$ cat src/logic/synth_pkg.sv
// shared constants and types for the synth voice, the increment table assumes a 16 bit phase
`default_nettype none

package synth_pkg;

    // channel message status nibbles
    localparam logic [3:0] MIDI_NOTE_OFF = 4'h8;
    localparam logic [3:0] MIDI_NOTE_ON  = 4'h9;
    localparam logic [3:0] MIDI_CTRL     = 4'hB;
    localparam logic [3:0] MIDI_BEND     = 4'hE;

    // controller number for pan
    localparam logic [6:0]  CC_PAN      = 7'd10;
    localparam logic [13:0] BEND_CENTER = 14'd8192;
    localparam int          PHASE_W     = 16;

    // two data bytes, second one on top
    typedef struct packed {
        logic [6:0] msb;
        logic [6:0] lsb;
    } midi_bytes_t;

    // note messages read b, pitch bend reads the whole word
    typedef union packed {
        midi_bytes_t b;
        logic [13:0] bend;
    } midi_data_u;

    // top octave increments, one semitone apart
    function automatic logic [PHASE_W-1:0] semitone_inc(input logic [6:0] key);
        logic [3:0]         note;
        logic [3:0]         oct;
        logic [3:0]         shift;
        logic [PHASE_W-1:0] base;
        note  = 4'(key % 12);
        oct   = 4'(key / 12);
        // keys 120 and up already sit in the top octave
        shift = (oct >= 4'd10) ? 4'd0 : 4'd10 - oct;
        case (note)
            4'd0:    base = 16'd16384;
            4'd1:    base = 16'd17358;
            4'd2:    base = 16'd18390;
            4'd3:    base = 16'd19484;
            4'd4:    base = 16'd20643;
            4'd5:    base = 16'd21870;
            4'd6:    base = 16'd23170;
            4'd7:    base = 16'd24548;
            4'd8:    base = 16'd26008;
            4'd9:    base = 16'd27554;
            4'd10:   base = 16'd29193;
            default: base = 16'd30929;
        endcase
        return base >> shift;
    endfunction

endpackage

`default_nettype wire

$ cat src/logic/midi_msg_if.sv
// one decoded channel message per rdy strobe with no back-pressure
`timescale 1ns/1ps
`default_nettype none

interface midi_msg_if import synth_pkg::*; ();

    // one cycle strobe, cmd and data valid with it
    logic       rdy;
    // status nibble
    logic [3:0] cmd;
    // both data bytes or the bend word
    midi_data_u data;

    // decoder side
    modport src (output rdy, cmd, data);
    // controller side
    modport dst (input rdy, cmd, data);

endinterface

`default_nettype wire

$ cat src/logic/voice_if.sv
// voice state from the controller to the oscillator, tick and restart are single cycle strobes
`timescale 1ns/1ps
`default_nettype none

interface voice_if import synth_pkg::*; ();

    logic               tick;     // sample rate strobe
    logic               gate;     // note held
    logic [PHASE_W-1:0] inc;      // phase step before bend
    logic [13:0]        bend;     // raw 14 bit bend, center 8192
    logic [6:0]         amp_l;
    logic [6:0]         amp_r;
    logic               restart;  // zero the phase on note on

    modport ctl (output tick, gate, inc, bend, amp_l, amp_r, restart);
    modport osc (input tick, gate, inc, bend, amp_l, amp_r, restart);

endinterface

`default_nettype wire

$ cat src/logic/uart_rx.sv
// 8N1 receiver only with no parity and CLKS_PER_BIT of 2 or more
`timescale 1ns/1ps
`default_nettype none

module uart_rx #(
    parameter int CLKS_PER_BIT = 8
) (
    input  logic       clk,
    input  logic       rst_n,
    input  logic       rx,
    output logic       byte_rdy,
    output logic [7:0] byte_data
);

    localparam int CNT_W = $clog2(CLKS_PER_BIT) + 1;
    localparam int HALF  = (CLKS_PER_BIT / 2 > 0) ? CLKS_PER_BIT / 2 : 1;

    localparam logic [1:0] S_IDLE  = 2'd0;
    localparam logic [1:0] S_START = 2'd1;
    localparam logic [1:0] S_DATA  = 2'd2;
    localparam logic [1:0] S_STOP  = 2'd3;

    logic             rx_meta;
    logic             rx_sync;
    logic             rx_prev;
    logic [1:0]       state;
    logic [CNT_W-1:0] cnt;
    logic [2:0]       bit_idx;
    logic [7:0]       shreg;

    // ------------------------------------------------------------------------
    // synchronizer, third flop only for edge detect
    // ------------------------------------------------------------------------
    always_ff @(posedge clk) begin
        if (!rst_n) begin
            rx_meta <= 1'b1;
            rx_sync <= 1'b1;
            rx_prev <= 1'b1;
        end else begin
            rx_meta <= rx;
            rx_sync <= rx_meta;
            rx_prev <= rx_sync;
        end
    end

    // ------------------------------------------------------------------------
    // bit timing fsm, cnt counts down to the next sample point
    // ------------------------------------------------------------------------
    always_ff @(posedge clk) begin
        if (!rst_n) begin
            state    <= S_IDLE;
            cnt      <= '0;
            bit_idx  <= '0;
            byte_rdy <= 1'b0;
        end else begin
            byte_rdy <= 1'b0;
            case (state)
                S_IDLE: begin
                    // falling edge, start bit begins
                    if (rx_prev && !rx_sync) begin
                        state <= S_START;
                        cnt   <= CNT_W'(HALF - 1);
                    end
                end
                S_START: begin
                    if (cnt != '0) begin
                        cnt <= cnt - 1'b1;
                    end else if (!rx_sync) begin
                        state   <= S_DATA;
                        cnt     <= CNT_W'(CLKS_PER_BIT - 1);
                        bit_idx <= '0;
                    end else begin
                        // glitch, not a real start bit
                        state <= S_IDLE;
                    end
                end
                S_DATA: begin
                    if (cnt != '0) begin
                        cnt <= cnt - 1'b1;
                    end else begin
                        cnt <= CNT_W'(CLKS_PER_BIT - 1);
                        if (bit_idx == 3'd7) begin
                            state <= S_STOP;
                        end
                        bit_idx <= bit_idx + 1'b1;
                    end
                end
                default: begin
                    if (cnt != '0) begin
                        cnt <= cnt - 1'b1;
                    end else begin
                        // framing error drops the byte silently
                        byte_rdy <= rx_sync;
                        state    <= S_IDLE;
                    end
                end
            endcase
        end
    end

    // lsb first, shift in from the top
    always_ff @(posedge clk) begin
        if (state == S_DATA && cnt == '0) begin
            shreg <= {rx_sync, shreg[7:1]};
        end
    end

    assign byte_data = shreg;

endmodule

`default_nettype wire

$ cat src/logic/midi_decoder.sv
// channel messages only with running status, sysex content is parsed and dropped
`timescale 1ns/1ps
`default_nettype none

module midi_decoder import synth_pkg::*; #(
    parameter logic [3:0] MIDI_CH = 4'd0
) (
    input  logic       clk,
    input  logic       rst_n,
    input  logic       byte_rdy,
    input  logic [7:0] byte_data,
    midi_msg_if.src    msg
);

    logic [7:0] status;
    logic       status_vld;
    logic       have_lsb;
    logic [6:0] lsb_q;
    logic       is_status;
    logic       is_realtime;
    logic       one_byte;
    logic       handled;
    logic       emit;

    always_comb begin
        is_status   = byte_data[7];
        is_realtime = byte_data[7:3] == 5'b11111;
        // program change and channel pressure carry one data byte
        one_byte    = status[7:5] == 3'b110;
        handled     = status[7:4] == MIDI_NOTE_OFF || status[7:4] == MIDI_NOTE_ON ||
                      status[7:4] == MIDI_CTRL || status[7:4] == MIDI_BEND;
        // second data byte of a wanted message
        emit        = byte_rdy && !is_status && status_vld && !one_byte && have_lsb &&
                      handled && status[3:0] == MIDI_CH;
    end

    // ------------------------------------------------------------------------
    // running status and data byte phase
    // ------------------------------------------------------------------------
    always_ff @(posedge clk) begin
        if (!rst_n) begin
            status_vld <= 1'b0;
            status     <= '0;
            have_lsb   <= 1'b0;
            msg.rdy    <= 1'b0;
        end else begin
            msg.rdy <= emit;
            if (byte_rdy) begin
                if (is_status) begin
                    // real-time bytes leave everything as it is
                    if (!is_realtime) begin
                        have_lsb <= 1'b0;
                        if (byte_data[7:4] == 4'hF) begin
                            status_vld <= 1'b0;
                        end else begin
                            status_vld <= 1'b1;
                            status     <= byte_data;
                        end
                    end
                end else if (status_vld && !one_byte) begin
                    // lsb then msb, then wait for the next pair
                    have_lsb <= !have_lsb;
                end
            end
        end
    end

    // payload, first data byte and the assembled message
    always_ff @(posedge clk) begin
        if (byte_rdy && !is_status && !have_lsb) begin
            lsb_q <= byte_data[6:0];
        end
        if (emit) begin
            msg.cmd        <= status[7:4];
            msg.data.b.lsb <= lsb_q;
            msg.data.b.msb <= byte_data[6:0];
        end
    end

endmodule

`default_nettype wire

$ cat src/logic/voice_ctrl.sv
// single voice with no note stack so a note off only releases the stored key
`timescale 1ns/1ps
`default_nettype none

module voice_ctrl import synth_pkg::*; #(
    parameter int SMPL_W = 8
) (
    input  logic    clk,
    input  logic    rst_n,
    midi_msg_if.dst msg,
    voice_if.ctl    voice
);

    logic [SMPL_W-1:0] smpl_cnt;
    logic [6:0]        key;
    logic [6:0]        vel;
    logic [6:0]        pan;
    logic              is_on;
    logic              is_off;
    logic              is_pan;
    logic              is_bend;
    logic [6:0]        new_vel;
    logic [6:0]        new_pan;
    logic [13:0]       prod_l;
    logic [13:0]       prod_r;

    // ------------------------------------------------------------------------
    // message decode and amp math
    // ------------------------------------------------------------------------
    always_comb begin
        is_on   = msg.rdy && msg.cmd == MIDI_NOTE_ON && msg.data.b.msb != 7'd0;
        // velocity 0 note on counts as note off
        is_off  = msg.rdy && msg.data.b.lsb == key &&
                  (msg.cmd == MIDI_NOTE_OFF ||
                   (msg.cmd == MIDI_NOTE_ON && msg.data.b.msb == 7'd0));
        is_pan  = msg.rdy && msg.cmd == MIDI_CTRL && msg.data.b.lsb == CC_PAN;
        is_bend = msg.rdy && msg.cmd == MIDI_BEND;
        // fresh velocity on note on and fresh pan on cc 10
        new_vel = is_on ? msg.data.b.msb : vel;
        new_pan = is_pan ? msg.data.b.msb : pan;
        prod_l  = 14'(new_vel) * 14'(7'd127 - new_pan);
        prod_r  = 14'(new_vel) * 14'(new_pan);
    end

    // ------------------------------------------------------------------------
    // voice state
    // ------------------------------------------------------------------------
    always_ff @(posedge clk) begin
        if (!rst_n) begin
            key           <= '0;
            vel           <= '0;
            pan           <= 7'd64;
            voice.gate    <= 1'b0;
            voice.inc     <= '0;
            voice.bend    <= BEND_CENTER;
            voice.amp_l   <= '0;
            voice.amp_r   <= '0;
            voice.restart <= 1'b0;
        end else begin
            voice.restart <= is_on;
            if (is_on) begin
                key        <= msg.data.b.lsb;
                vel        <= msg.data.b.msb;
                voice.inc  <= semitone_inc(msg.data.b.lsb);
                voice.gate <= 1'b1;
            end else if (is_off) begin
                voice.gate <= 1'b0;
            end
            if (is_pan) begin
                pan <= msg.data.b.msb;
            end
            if (is_on || is_pan) begin
                voice.amp_l <= prod_l[13:7];
                voice.amp_r <= prod_r[13:7];
            end
            if (is_bend) begin
                voice.bend <= msg.data.bend;
            end
        end
    end

    // sample rate counter ticks on wrap
    always_ff @(posedge clk) begin
        if (!rst_n) begin
            smpl_cnt <= '0;
        end else begin
            smpl_cnt <= smpl_cnt + 1'b1;
        end
    end

    assign voice.tick = &smpl_cnt;

endmodule

`default_nettype wire

$ cat src/logic/pulse_osc.sv
// square wave only with SMPL_W of 8 or more so midscale plus amp cannot overflow
`timescale 1ns/1ps
`default_nettype none

module pulse_osc import synth_pkg::*; #(
    parameter int SMPL_W = 8
) (
    input  logic              clk,
    input  logic              rst_n,
    voice_if.osc              voice,
    output logic [SMPL_W-1:0] smpl_l,
    output logic [SMPL_W-1:0] smpl_r
);

    localparam logic [SMPL_W-1:0] MID = SMPL_W'(1) << (SMPL_W - 1);

    logic [PHASE_W-1:0] phase;
    logic [PHASE_W-1:0] step;
    logic [PHASE_W-1:0] base;
    logic signed [14:0] bend_ofs;
    logic signed [31:0] bend_prod;
    logic               tick_d;

    // lower phase half adds amp and upper half subtracts
    function automatic logic [SMPL_W-1:0] level(input logic gate, input logic hi_half,
                                                 input logic [6:0] amp);
        if (!gate) begin
            return MID;
        end
        return hi_half ? MID - SMPL_W'(amp) : MID + SMPL_W'(amp);
    endfunction

    // bent step scales inc by the signed offset from center
    always_comb begin
        bend_ofs  = $signed({1'b0, voice.bend}) - $signed({1'b0, BEND_CENTER});
        bend_prod = 32'($signed({1'b0, voice.inc})) * 32'(bend_ofs);
        step      = voice.inc + PHASE_W'(bend_prod >>> 14);
        // restart together with tick still advances from zero
        base      = voice.restart ? '0 : phase;
    end

    always_ff @(posedge clk) begin
        if (!rst_n) begin
            phase  <= '0;
            tick_d <= 1'b0;
            smpl_l <= MID;
            smpl_r <= MID;
        end else begin
            tick_d <= voice.tick;
            if (voice.tick) begin
                phase <= base + step;
            end else if (voice.restart) begin
                phase <= '0;
            end
            // one cycle behind tick so the advanced phase is used
            if (tick_d) begin
                smpl_l <= level(voice.gate, phase[PHASE_W-1], voice.amp_l);
                smpl_r <= level(voice.gate, phase[PHASE_W-1], voice.amp_r);
            end
        end
    end

endmodule

`default_nettype wire

$ cat src/logic/sd_dac.sv
// first order only so expect idle tones, needs an external rc low pass
`timescale 1ns/1ps
`default_nettype none

module sd_dac #(
    parameter int SMPL_W = 8
) (
    input  logic              clk,
    input  logic              rst_n,
    input  logic [SMPL_W-1:0] smpl,
    output logic              dac_out
);

    logic [SMPL_W-1:0] acc;
    logic [SMPL_W:0]   sum;

    // carry out is the pulse density bit
    assign sum = {1'b0, acc} + {1'b0, smpl};

    always_ff @(posedge clk) begin
        if (!rst_n) begin
            acc     <= '0;
            dac_out <= 1'b0;
        end else begin
            acc     <= sum[SMPL_W-1:0];
            dac_out <= sum[SMPL_W];
        end
    end

endmodule

`default_nettype wire

$ cat src/logic/synth_top.sv
// no clock generation inside so clk must already run at the rate CLKS_PER_BIT was chosen for
`timescale 1ns/1ps
`default_nettype none

module synth_top #(
    parameter int         CLKS_PER_BIT = 8,
    parameter logic [3:0] MIDI_CH      = 4'd0,
    parameter int         SMPL_W       = 8
) (
    input  logic clk,
    input  logic rst_n,
    input  logic rx,
    output logic dac_out_l,
    output logic dac_out_r
);

    logic              byte_rdy;
    logic [7:0]        byte_data;
    logic [SMPL_W-1:0] smpl_l;
    logic [SMPL_W-1:0] smpl_r;

    midi_msg_if msg_bus ();
    voice_if    voice_bus ();

    // ------------------------------------------------------------------------
    // serial in to messages
    // ------------------------------------------------------------------------
    uart_rx #(.CLKS_PER_BIT(CLKS_PER_BIT)) uart_rx_inst (
        .clk      (clk      ),
        .rst_n    (rst_n    ),
        .rx       (rx       ),
        .byte_rdy (byte_rdy ),
        .byte_data(byte_data)
    );

    midi_decoder #(.MIDI_CH(MIDI_CH)) midi_decoder_inst (
        .clk      (clk      ),
        .rst_n    (rst_n    ),
        .byte_rdy (byte_rdy ),
        .byte_data(byte_data),
        .msg      (msg_bus  )
    );

    // ------------------------------------------------------------------------
    // voice and stereo output
    // ------------------------------------------------------------------------
    voice_ctrl #(.SMPL_W(SMPL_W)) voice_ctrl_inst (
        .clk  (clk      ),
        .rst_n(rst_n    ),
        .msg  (msg_bus  ),
        .voice(voice_bus)
    );

    pulse_osc #(.SMPL_W(SMPL_W)) pulse_osc_inst (
        .clk   (clk      ),
        .rst_n (rst_n    ),
        .voice (voice_bus),
        .smpl_l(smpl_l   ),
        .smpl_r(smpl_r   )
    );

    sd_dac #(.SMPL_W(SMPL_W)) sd_dac_l_inst (
        .clk    (clk      ),
        .rst_n  (rst_n    ),
        .smpl   (smpl_l   ),
        .dac_out(dac_out_l)
    );

    sd_dac #(.SMPL_W(SMPL_W)) sd_dac_r_inst (
        .clk    (clk      ),
        .rst_n  (rst_n    ),
        .smpl   (smpl_r   ),
        .dac_out(dac_out_r)
    );

endmodule

`default_nettype wire

$ cat config.mk
export PLATFORM = sky130hd
export DESIGN_NAME = synth_top
export DESIGN_NICKNAME = d
export VERILOG_FILES = /design/src/logic/synth_pkg.sv /design/src/logic/midi_msg_if.sv /design/src/logic/voice_if.sv /design/src/logic/uart_rx.sv /design/src/logic/midi_decoder.sv /design/src/logic/voice_ctrl.sv /design/src/logic/pulse_osc.sv /design/src/logic/sd_dac.sv /design/src/logic/synth_top.sv
export SDC_FILE = /design/constraint.sdc
export NUM_CORES = 1
export LEC_CHECK = 0
export ABC_AREA = 1
export BUFFER_PORTS_ARGS = -buffer_cell sky130_fd_sc_hd__buf_2
export CAP_MARGIN = 40
export CELL_PAD_IN_SITES_DETAIL_PLACEMENT = 1
export CELL_PAD_IN_SITES_GLOBAL_PLACEMENT = 2
export CORE_ASPECT_RATIO = 2
export CORE_MARGIN = 3
export CORE_UTILIZATION = 40
export CTS_CLUSTER_DIAMETER = 100
export CTS_CLUSTER_SIZE = 40
export DETAILED_ROUTE_END_ITERATION = 10
export PLACE_DENSITY_LB_ADDON = 0.12
export SLEW_MARGIN = 20
export SYNTH_ARGS = -nofsm -noshare
export SYNTH_HDL_FRONTEND = slang
export SYNTH_SLANG_ARGS = --single-unit
export TNS_END_PERCENT = 50
$ cat constraint.sdc
create_clock -name clk -period 16.9 [get_ports clk]
set_input_delay 0.845 -clock clk [delete_from_list [all_inputs] [get_ports clk]]
set_output_delay 0.845 -clock clk [all_outputs]
set_load 0.005 [all_outputs]
==> run_results.csv, run 1 <==
group,metric,value,unit
critical_path,required,17250,ps
clocking,cts_tree,"yes",
timing,finalClockSkew,18.6,ps
logic_synthesis,synth_edf_count,33,
power_and_ir_drop,power_leakage,0.0112,uW
logic_synthesis,synth_top_area_frac,0.232,
logic_synthesis,ys.warnings.count,0,
power_and_ir_drop,p_int,690,uW
clocking,cts_made_buffers,17,
critical_path,critPathMaxStageDelay,790,ps
power_and_ir_drop,netSwitchingFraction,0.303,
critical_path,worstSetupStartpointType,"register",
logic_synthesis,synth_most_common_cell,"nand2_1",
placement,dp_hpwl,49.7,mm
timing,slew_violations,0,
floorplan,rows,115,
logic_synthesis,synth_area,0.0199,mm^2
routing,viasPerCell,5.18,
logic_synthesis,synth_ff_type,"dfxtp_1",
timing,final-setup-viol-count,0,
floorplan,die_h,322,um
routing,top_layer,"met4",
power_and_ir_drop,clockPowerShare,0.460,
timing,fin_ws,8200,ps
critical_path,crit_type,"register to register",
routing,avgRoutedWirePerCell,18.9,um
timing,holdWs,424,ps
critical_path,r2r_cells,34,
timing,rsz0062_at_grt,"false",
timing,finalHoldViolations,0,
finish,num-fill-cells,6081,
logic_synthesis,yosysUniqueCellTypes,56,
critical_path,crit_arrival,9050,ps
timing,finalSetupTns,0,ps
job,max_cap_viol_count,0,
clocking,cts_buffer_depth,2,
clocking,cts_resized,0,
clocking,holdBufCountCts,0,
power_and_ir_drop,p_comb_frac,0.075,
worst_hold_path,holdPathStages,0,
finish,fin_area,0.0212,mm^2
status,status,"finished clean",
timing,relSlewSlack,0.449,
clocking,post_cts.repair.setup_buffers,0,
logic_synthesis,synth_common_cells,"534 x nand2_1, 525 x inv_1, 231 x fa_1, 212 x ha_1, 174 x a21oi_1",
grt,track_usage,0.239,
finish,syn2layout_area_growth,6.46,%
routing,dr_total_vias,16486,
critical_path,worstSetupEndpointType,"register",
placement,place_congestion,0.864,
timing,fin_crit,8700,ps
power_and_ir_drop,irDropWorstVdd,0.0000691,V
power_and_ir_drop,power_switching,300,uW
grt,grt_pass1_vias,18443,
power_and_ir_drop,p_seq_frac,0.465,
routing,dr.pass1.iters,5,
clocking,cts.clk_slew.worst_paths,90,ps
clocking,ctsHtreeMaxLevel,4,
floorplan,coreArea,0.0492,mm^2
floorplan,dieWidth,164,um
logic_synthesis,netlist_instances,2571,
routing,dr_wl_met2,36.1,mm
placement,io_buffers,4,
logic_synthesis,avgSynthCellArea,7.75,um^2
logic_synthesis,yosys-top-cells-area,"fa_1 23%, dfxtp_1 15%, ha_1 13%",
clocking,ctsRootBufferMaster,"clkbuf_16",
clocking,clkSinkCount,182,
routing,initialDrtViolationCount,539,
logic_synthesis,synth.yosys.seq_area_share,0.199,
routing,drc,0,
clocking,worstSkewPairLatency,470,ps
floorplan,io_pins,5,
logic_synthesis,syn_nets,3017,
timing,tightest_slew,827,ps
floorplan,dieArea,0.0527,mm^2
routing,met1Wirelength,20.2,mm
placement,pre_cts_ws,8140,ps
logic_synthesis,ys_ff_latch,182,
finish,drive_above_1_share,0.0453,
grt,grt_max_degree,62,
logic_synthesis,synth_area_leader_cell,"fa_1",
finish,diodes,0,
logic_synthesis,async_flop_share,0,
critical_path,crit_fanout,16,
routing,wl_met3,728,um
critical_path,crit_slowest_cell,"dfxtp_1",
grt,grt_overflow_total,0,
timing,period_share,0.515,
critical_path,crit_top_cell,"inv_1",
worst_hold_path,min_path_type,"register to register",
power_and_ir_drop,powerDensity,46.7,mW/mm^2
finish,final_nets,2973,
grt,antenna_found_initial,0,
placement,placed_cell_area,0.0205,mm^2
timing,fmax,115,MHz
routing,ant_nets,0,
grt,grt_pass1_wl,98.0,mm
floorplan,start_util,0.405,
routing,wirelength,60.0,mm
==> layout by cell type, fill, tap and decap left out, types with 33 or more instances in the layout <==
cell	Yosys	final
nand3_1	154	154
nand2_1	534	534
ha_1	212	212
edfxtp_1	33	33
fa_1	231	231
nor2_1	135	135
a21oi_1	174	174
o21ai_0	105	105
dfxtp_1	149	149
inv_1	525	524
==> power by group through the flow <==
stage	Combinational [uW]	Clock (uW)	Sequential (uW)
final	74.0	456	460
after global routing	85.6	485	462
after CTS	75.1	469	461
after detailed placement	74.7	0	471
after global placement	72.5	0	470
after floorplan	55.5	0	468
==> critical path, delay by kind of cell (launching register included) <==
kind / cells / cell delay, ps
xor gates and xnor gates: 1 / 190
adders and majority gates: 9 / 4340
buffers and inverters: 8 / 480
and+or+nand+nor: 8 / 1270
DFF: 1 / 790
AOI/OAI and AO/OA: 8 / 1510
==> kinds of logic (layout without fill, tap and decap cells) <==
family,after synthesis,after routing,synth area share
buf+inv,629,598,0.121
simple gates,924,924,0.199
fa+ha+maj,443,443,0.365
flops,182,182,0.199
xor+xnor,41,41,0.0180
compound gates,352,352,0.0980
==> stage by stage <==
stage | std cells | utilization | total power, uW
after CTS | 3181 | 0.431 | 1000
after global placement | 3149 | 0.417 | 543
after global routing | 3183 | 0.431 | 1030
final | 3183 | 0.431 | 990
after floorplan | 2571 | - | 524
after detailed placement | 3149 | 0.417 | 545
==> final cells by class <==
class | instances | area, um^2 | share of cell area
multi-input combinational | 1760 | 13600 | 0.639
sequential | 182 | 3970 | 0.187
inverter | 542 | 2040 | 0.0961
tap | 643 | 805 | 0.0379
clock buffer | 17 | 425 | 0.0200
clock inverter | 15 | 234 | 0.0110
timing repair buffer | 24 | 178 | 0.00837
==> layer usage <==
metal / vias up / track usage
li1: 7944 / -
met1: 8261 / 0.230
met2: 168 / 0.496
met3: 113 / 0.0174
met4: 0 / 0.110
met5: - / 0
==> worst paths after layout <==
kind                                   endpoint  slack, ps                         start
setup / recovery       pulse_osc_inst.phase[15]       8200  voice_ctrl_inst.voice.inc[7]
hold / removal    midi_decoder_inst.msg.data[3]        420    midi_decoder_inst.lsb_q[3]
setup reg to reg       pulse_osc_inst.phase[15]       8200  voice_ctrl_inst.voice.inc[7]
hold reg to reg   midi_decoder_inst.msg.data[3]        420    midi_decoder_inst.lsb_q[3]
==> sequential cells by signal, indices dropped and copies added (netlist names), 2 cells and up <==
signal,cells
pulse_osc_inst.phase,16
voice_ctrl_inst.voice.inc,15
midi_decoder_inst.msg.data,14
voice_ctrl_inst.voice.bend,14
midi_decoder_inst.status,8
pulse_osc_inst.smpl_l,8
pulse_osc_inst.smpl_r,8
sd_dac_l_inst.acc,8
sd_dac_r_inst.acc,8
uart_rx_inst.byte_data,8
voice_ctrl_inst.smpl_cnt,8
midi_decoder_inst.lsb_q,7
voice_ctrl_inst.key,7
voice_ctrl_inst.pan,7
voice_ctrl_inst.vel,7
voice_ctrl_inst.voice.amp_l,7
voice_ctrl_inst.voice.amp_r,7
midi_decoder_inst.msg.cmd,4
uart_rx_inst.cnt,4
uart_rx_inst.bit_idx,3
uart_rx_inst.state,2
(Power assumes the default switching activity.)
==> run 2: changes to the inputs <==
--- a/config.mk
+++ b/config.mk
@@ -12,7 +12,7 @@
 export CELL_PAD_IN_SITES_GLOBAL_PLACEMENT = 2
 export CORE_ASPECT_RATIO = 2
 export CORE_MARGIN = 3
-export CORE_UTILIZATION = 40
+export CORE_UTILIZATION = 36
 export CTS_CLUSTER_DIAMETER = 100
 export CTS_CLUSTER_SIZE = 40
 export DETAILED_ROUTE_END_ITERATION = 10
==> constraint.sdc (replaced) <==
create_clock -name clk -period 7.21 [get_ports clk]
set_input_delay 0.3605 -clock clk [delete_from_list [all_inputs] [get_ports clk]]
set_output_delay 0.3605 -clock clk [all_outputs]
set_load 0.005 [all_outputs]
==> run_results.csv, run 2 (same netlist as run 1, synthesis figures left out) <==
group,metric,value,unit
timing,fmax,135,MHz
clocking,ctsHtreeMaxLevel,4,
critical_path,crit_fanout,5,
worst_hold_path,min_path_type,"primary input to register",
worst_hold_path,min_to,"uart_rx_inst.rx_meta",
routing,wirelength,63.8,mm
floorplan,io_pins,5,
timing,fin_ws,-206,ps
critical_path,required,7570,ps
critical_path,r2r_cells,37,
critical_path,critPathMaxStageDelay,570,ps
finish,largest_register,"pulse_osc_inst.phase",
power_and_ir_drop,power_leakage,0.0122,uW
critical_path,crit_slowest_cell,"fa_1",
finish,drive_above_1_share,0.159,
placement,placed_cell_area,0.0219,mm^2
timing,period_share,1.03,
floorplan,start_util,0.365,
clocking,cts_buffer_depth,2,
grt,grtUsageMet3,0.0179,
status,status,"complete, but fails checks",
critical_path,worstSetupEndpointType,"register",
critical_path,crit_top_cell,"fa_1",
critical_path,rrSetupSlack,-210,ps
routing,ant_nets,0,
worst_hold_path,holdPathStages,2,
critical_path,r2r_end,"pulse_osc_inst.phase[13]",
floorplan,dieArea,0.0584,mm^2
timing,final-setup-viol-count,5,
grt,grt_pass1_vias,19822,
placement,io_buffers,4,
grt,track_usage,0.225,
grt,antenna_found_initial,0,
grt,grt_max_degree,48,
finish,diodes,0,
timing,finalClockSkew,22.8,ps
critical_path,worstSetupStartpointType,"register",
power_and_ir_drop,powerDensity,96.1,mW/mm^2
timing,slew_violations,0,
grt,busiest_layer,"met2",
placement,pre_cts_ws,-860,ps
finish,reg_top3,"pulse_osc_inst.phase: 16 flops, voice_ctrl_inst.voice.inc: 15 flops",
grt,grtUsageMet2,0.473,
grt,grt_overflow_total,0,
placement,dp_hpwl,53.4,mm
routing,initialDrtViolationCount,527,
finish,final_cell_mix,"508 x nand2_1, 505 x inv_1, 222 x fa_1, 190 x ha_1, 162 x buf_4",
floorplan,rows,121,
floorplan,coreArea,0.0547,mm^2
finish,fin_area,0.0235,mm^2
critical_path,crit_type,"register to register",
timing,finalSetupTns,-807,ps
timing,tightest_slew,752,ps
routing,viasPerCell,4.99,
timing,relSlewSlack,0.497,
finish,syn2layout_area_growth,17.6,%
timing,rsz0062_at_grt,"true",
clocking,ctsRootBufferMaster,"clkbuf_16",
finish,final_util,0.429,
finish,num-fill-cells,6664,
routing,dr.pass1.iters,4,
power_and_ir_drop,irDropWorstVdd,0.000149,V
finish,final_nets,3145,
job,max_cap_viol_count,0,
critical_path,reg2reg_from,"voice_ctrl_inst.voice.bend[3]",
routing,dr_total_vias,17216,
floorplan,die_h,339,um
clocking,cts_made_buffers,17,
timing,fin_crit,7420,ps
grt,grt_pass1_wl,102,mm
floorplan,dieWidth,172,um
clocking,clkSinkCount,182,
placement,place_congestion,0.847,
clocking,worstSkewPairLatency,470,ps
status,violations,"setup timing",
worst_hold_path,min_from,"rx",
timing,finalHoldViolations,0,
finish,final_common_cell,"nand2_1",
critical_path,crit_start,"voice_ctrl_inst.voice.bend[3]",
clocking,cts_tree,"yes",
finish,largest_reg_flops,16,
grt,met1_usage,0.203,
routing,drc,0,
clocking,holdBufCountCts,0,
routing,avgRoutedWirePerCell,18.5,um
critical_path,crit_arrival,7770,ps
clocking,cts.clk_slew.worst_paths,80,ps
## run 2: cell count changes in the layout (fill, tap and decap cells not counted), sizes merged
cell	change
buf	+172
clkinv	+5
inv	-5
## run 2: repair_timing
action | in CTS | in global routing
buffers inserted | 17 | 7
pin swaps | 46 | 57
gates resized for setup | 74 | 115
setup endpoints to repair | 12 | 10
## run 2: worst max-delay path: cells and delay by family (launching register included)
kind	cells	cell delay, ps
simple gates	9	610
flops	1	350
compound gates	8	1110
buf+inv	8	480
fa+ha+maj	10	4430
xor+xnor	2	320
## run 2: how the worst max path moves through the flow
stage / end / slack (ps)
6_report: pulse_osc_inst.phase[13] / -210
5_1_grt: pulse_osc_inst.phase[15] / -540
4_1_cts: pulse_osc_inst.phase[13] / -230
3_5_place_dp: pulse_osc_inst.phase[15] / -860
3_3_place_gp: pulse_osc_inst.phase[13] / -750
2_1_floorplan: pulse_osc_inst.phase[13] / 7
## run 2: cell type report
type / instances / area [um^2] / share of cell area
tap: 738 / 923 / 0.0394
clock buffer: 17 / 425 / 0.0181
inverter: 542 / 2040 / 0.0870
multi-input combinational: 1760 / 14200 / 0.607
sequential: 182 / 4020 / 0.171
timing repair buffer: 196 / 1630 / 0.0693
clock inverter: 15 / 193 / 0.00822
## run 2: metal layers
metal  part of all wire  routed length (um)
met1               0.32               20500
met2               0.61               39100
met3              0.013                 798
met4              0.054                3430
met5                  0                   0
## run 2: where the power goes
part | switching (uW) | internal, uW | total, uW
combinational | 119 | 53.4 | 172
clock | 525 | 478 | 1000
sequential | 18.9 | 1060 | 1080
total | 663 | 1590 | 2250
## run 2: through the flow
| stage | power (uW) | std cells | hold slack, ps |
|---|---|---|---|
| 2_1_floorplan | 1230 | 2571 | 393 |
| 3_3_place_gp | 1270 | 3394 | 400 |
| 3_5_place_dp | 1280 | 3394 | 405 |
| 4_1_cts | 2290 | 3443 | 52.5 |
| 5_1_grt | 2360 | 3450 | 58.9 |
| 6_report | 2250 | 3450 | 76.8 |
==> run 3: changes to the inputs <==
--- a/config.mk
+++ b/config.mk
@@ -17,6 +17,7 @@
 export CTS_CLUSTER_SIZE = 40
 export DETAILED_ROUTE_END_ITERATION = 10
 export PLACE_DENSITY_LB_ADDON = 0.12
+export SKIP_CTS_REPAIR_TIMING = 1
 export SLEW_MARGIN = 20
 export SYNTH_ARGS = -nofsm -noshare
 export SYNTH_HDL_FRONTEND = slang
==> run_results.csv, run 3 (same netlist as run 1, synthesis figures left out) <==
group,metric,value,unit
clocking,clkSinkCount,182,
finish,diodes,0,
critical_path,crit_top_cell,"fa_1",
critical_path,critPathMaxStageDelay,570,ps
timing,rsz0062_at_grt,"true",
critical_path,crit_fanout,3,
floorplan,io_pins,5,
grt,grt_pass1_wl,102,mm
routing,ant_nets,0,
placement,pre_cts_ws,-860,ps
finish,largest_reg_flops,16,
timing,holdWs,77.4,ps
floorplan,dieArea,0.0584,mm^2
timing,finalClockSkew,22.4,ps
timing,tightest_slew,756,ps
routing,viasPerCell,5.01,
floorplan,die_h,339,um
clocking,cts_tree,"yes",
job,max_cap_viol_count,0,
timing,finalSetupTns,-1720,ps
finish,final_cell_mix,"513 x inv_1, 510 x nand2_1, 226 x fa_1, 195 x ha_1, 160 x buf_4",
grt,grt_pass1_vias,19747,
grt,track_usage,0.223,
timing,period_share,1.05,
placement,placedCellCount,3394,
routing,avgRoutedWirePerCell,18.5,um
finish,largest_register,"pulse_osc_inst.phase",
floorplan,start_util,0.365,
placement,io_buffers,4,
routing,dr.pass1.iters,4,
clocking,worstSkewPairLatency,470,ps
routing,dr_total_vias,17264,
clocking,ctsHtreeMaxLevel,4,
clocking,ctsRootBufferMaster,"clkbuf_16",
status,violations,"setup timing",
worst_hold_path,min_path_type,"primary input to register",
critical_path,crit_slowest_cell,"fa_1",
floorplan,rows,121,
grt,grt_overflow_total,0,
routing,wirelength,63.9,mm
timing,slew_violations,0,
critical_path,required,7570,ps
power_and_ir_drop,powerDensity,96.2,mW/mm^2
status,status,"complete, but fails checks",
timing,fin_crit,7580,ps
timing,finalHoldViolations,0,
clocking,cts.clk_slew.worst_paths,80,ps
finish,drive_above_1_share,0.152,
critical_path,crit_arrival,7940,ps
clocking,cts_buffer_depth,2,
power_and_ir_drop,power.total,2260,uW
routing,initialDrtViolationCount,560,
grt,grt_max_degree,48,
power_and_ir_drop,power_leakage,0.0122,uW
timing,relSlewSlack,0.496,
grt,antenna_found_initial,0,
finish,reg_top3,"pulse_osc_inst.phase: 16 flops, voice_ctrl_inst.voice.inc: 15 flops",
timing,fmax,132,MHz
power_and_ir_drop,irDropWorstVdd,0.000149,V
routing,drc,0,
finish,final_common_cell,"inv_1",
placement,place_congestion,0.847,
finish,final_cells,3448,
floorplan,dieWidth,172,um
finish,final_nets,3143,
critical_path,worstSetupEndpointType,"register",
finish,syn2layout_area_growth,17.6,%
critical_path,crit_type,"register to register",
timing,final-setup-viol-count,7,
clocking,cts_made_buffers,17,
critical_path,worstSetupStartpointType,"register",
timing,fin_ws,-369,ps
floorplan,coreArea,0.0547,mm^2
placement,dp_hpwl,53.4,mm
## run 3: critical path, delay by kind of cell, from the launching register on
kind / cells / cell delay, ps
compound gates: 8 / 1100
xor+xnor: 2 / 320
fa+ha+maj: 10 / 4370
buf+inv: 9 / 620
flops: 1 / 370
simple gates: 9 / 650
## run 3: cell type report
class,count,area [um^2]
fillers,6670,31200
multi-input cells,1760,14200
flip-flops and latches,182,4010
inverters,542,2040
repair buffers,194,1620
well taps,738,923
clock buffers,17,425
clock inverters,15,193
## run 3: metrics by stage
stage,instance area [um^2],util
detailed placement,21900,0.401
global placement,21900,0.401
global route,23500,0.429
CTS,22500,0.412
finish,23500,0.429
floorplan,20100,-
## run 3: worst paths after layout
check                                start                             to  slack (ps)  cells past startpoint
min reg2reg     midi_decoder_inst.lsb_q[5]  midi_decoder_inst.msg.data[5]         420                      0
min                                     rx           uart_rx_inst.rx_meta          80                      2
max reg2reg  voice_ctrl_inst.voice.bend[5]       pulse_osc_inst.phase[13]        -370                     38
max          voice_ctrl_inst.voice.bend[5]       pulse_osc_inst.phase[13]        -370                     38
## run 3: power breakdown
group          total [uW]  switching (uW)  internal (uW)
logic                 173             119           53.4
clock network        1010             527            478
registers            1080            19.0           1060
total                2260             665           1590
## run 3: per-layer routing
layer / track usage / vias to the layer above / share of wire
met5: 0 / - / 0
met4: 0.108 / 0 / 0.057
met3: 0.0181 / 139 / 0.013
met2: 0.469 / 184 / 0.61
met1: 0.202 / 8665 / 0.32
li1: - / 8276 / -
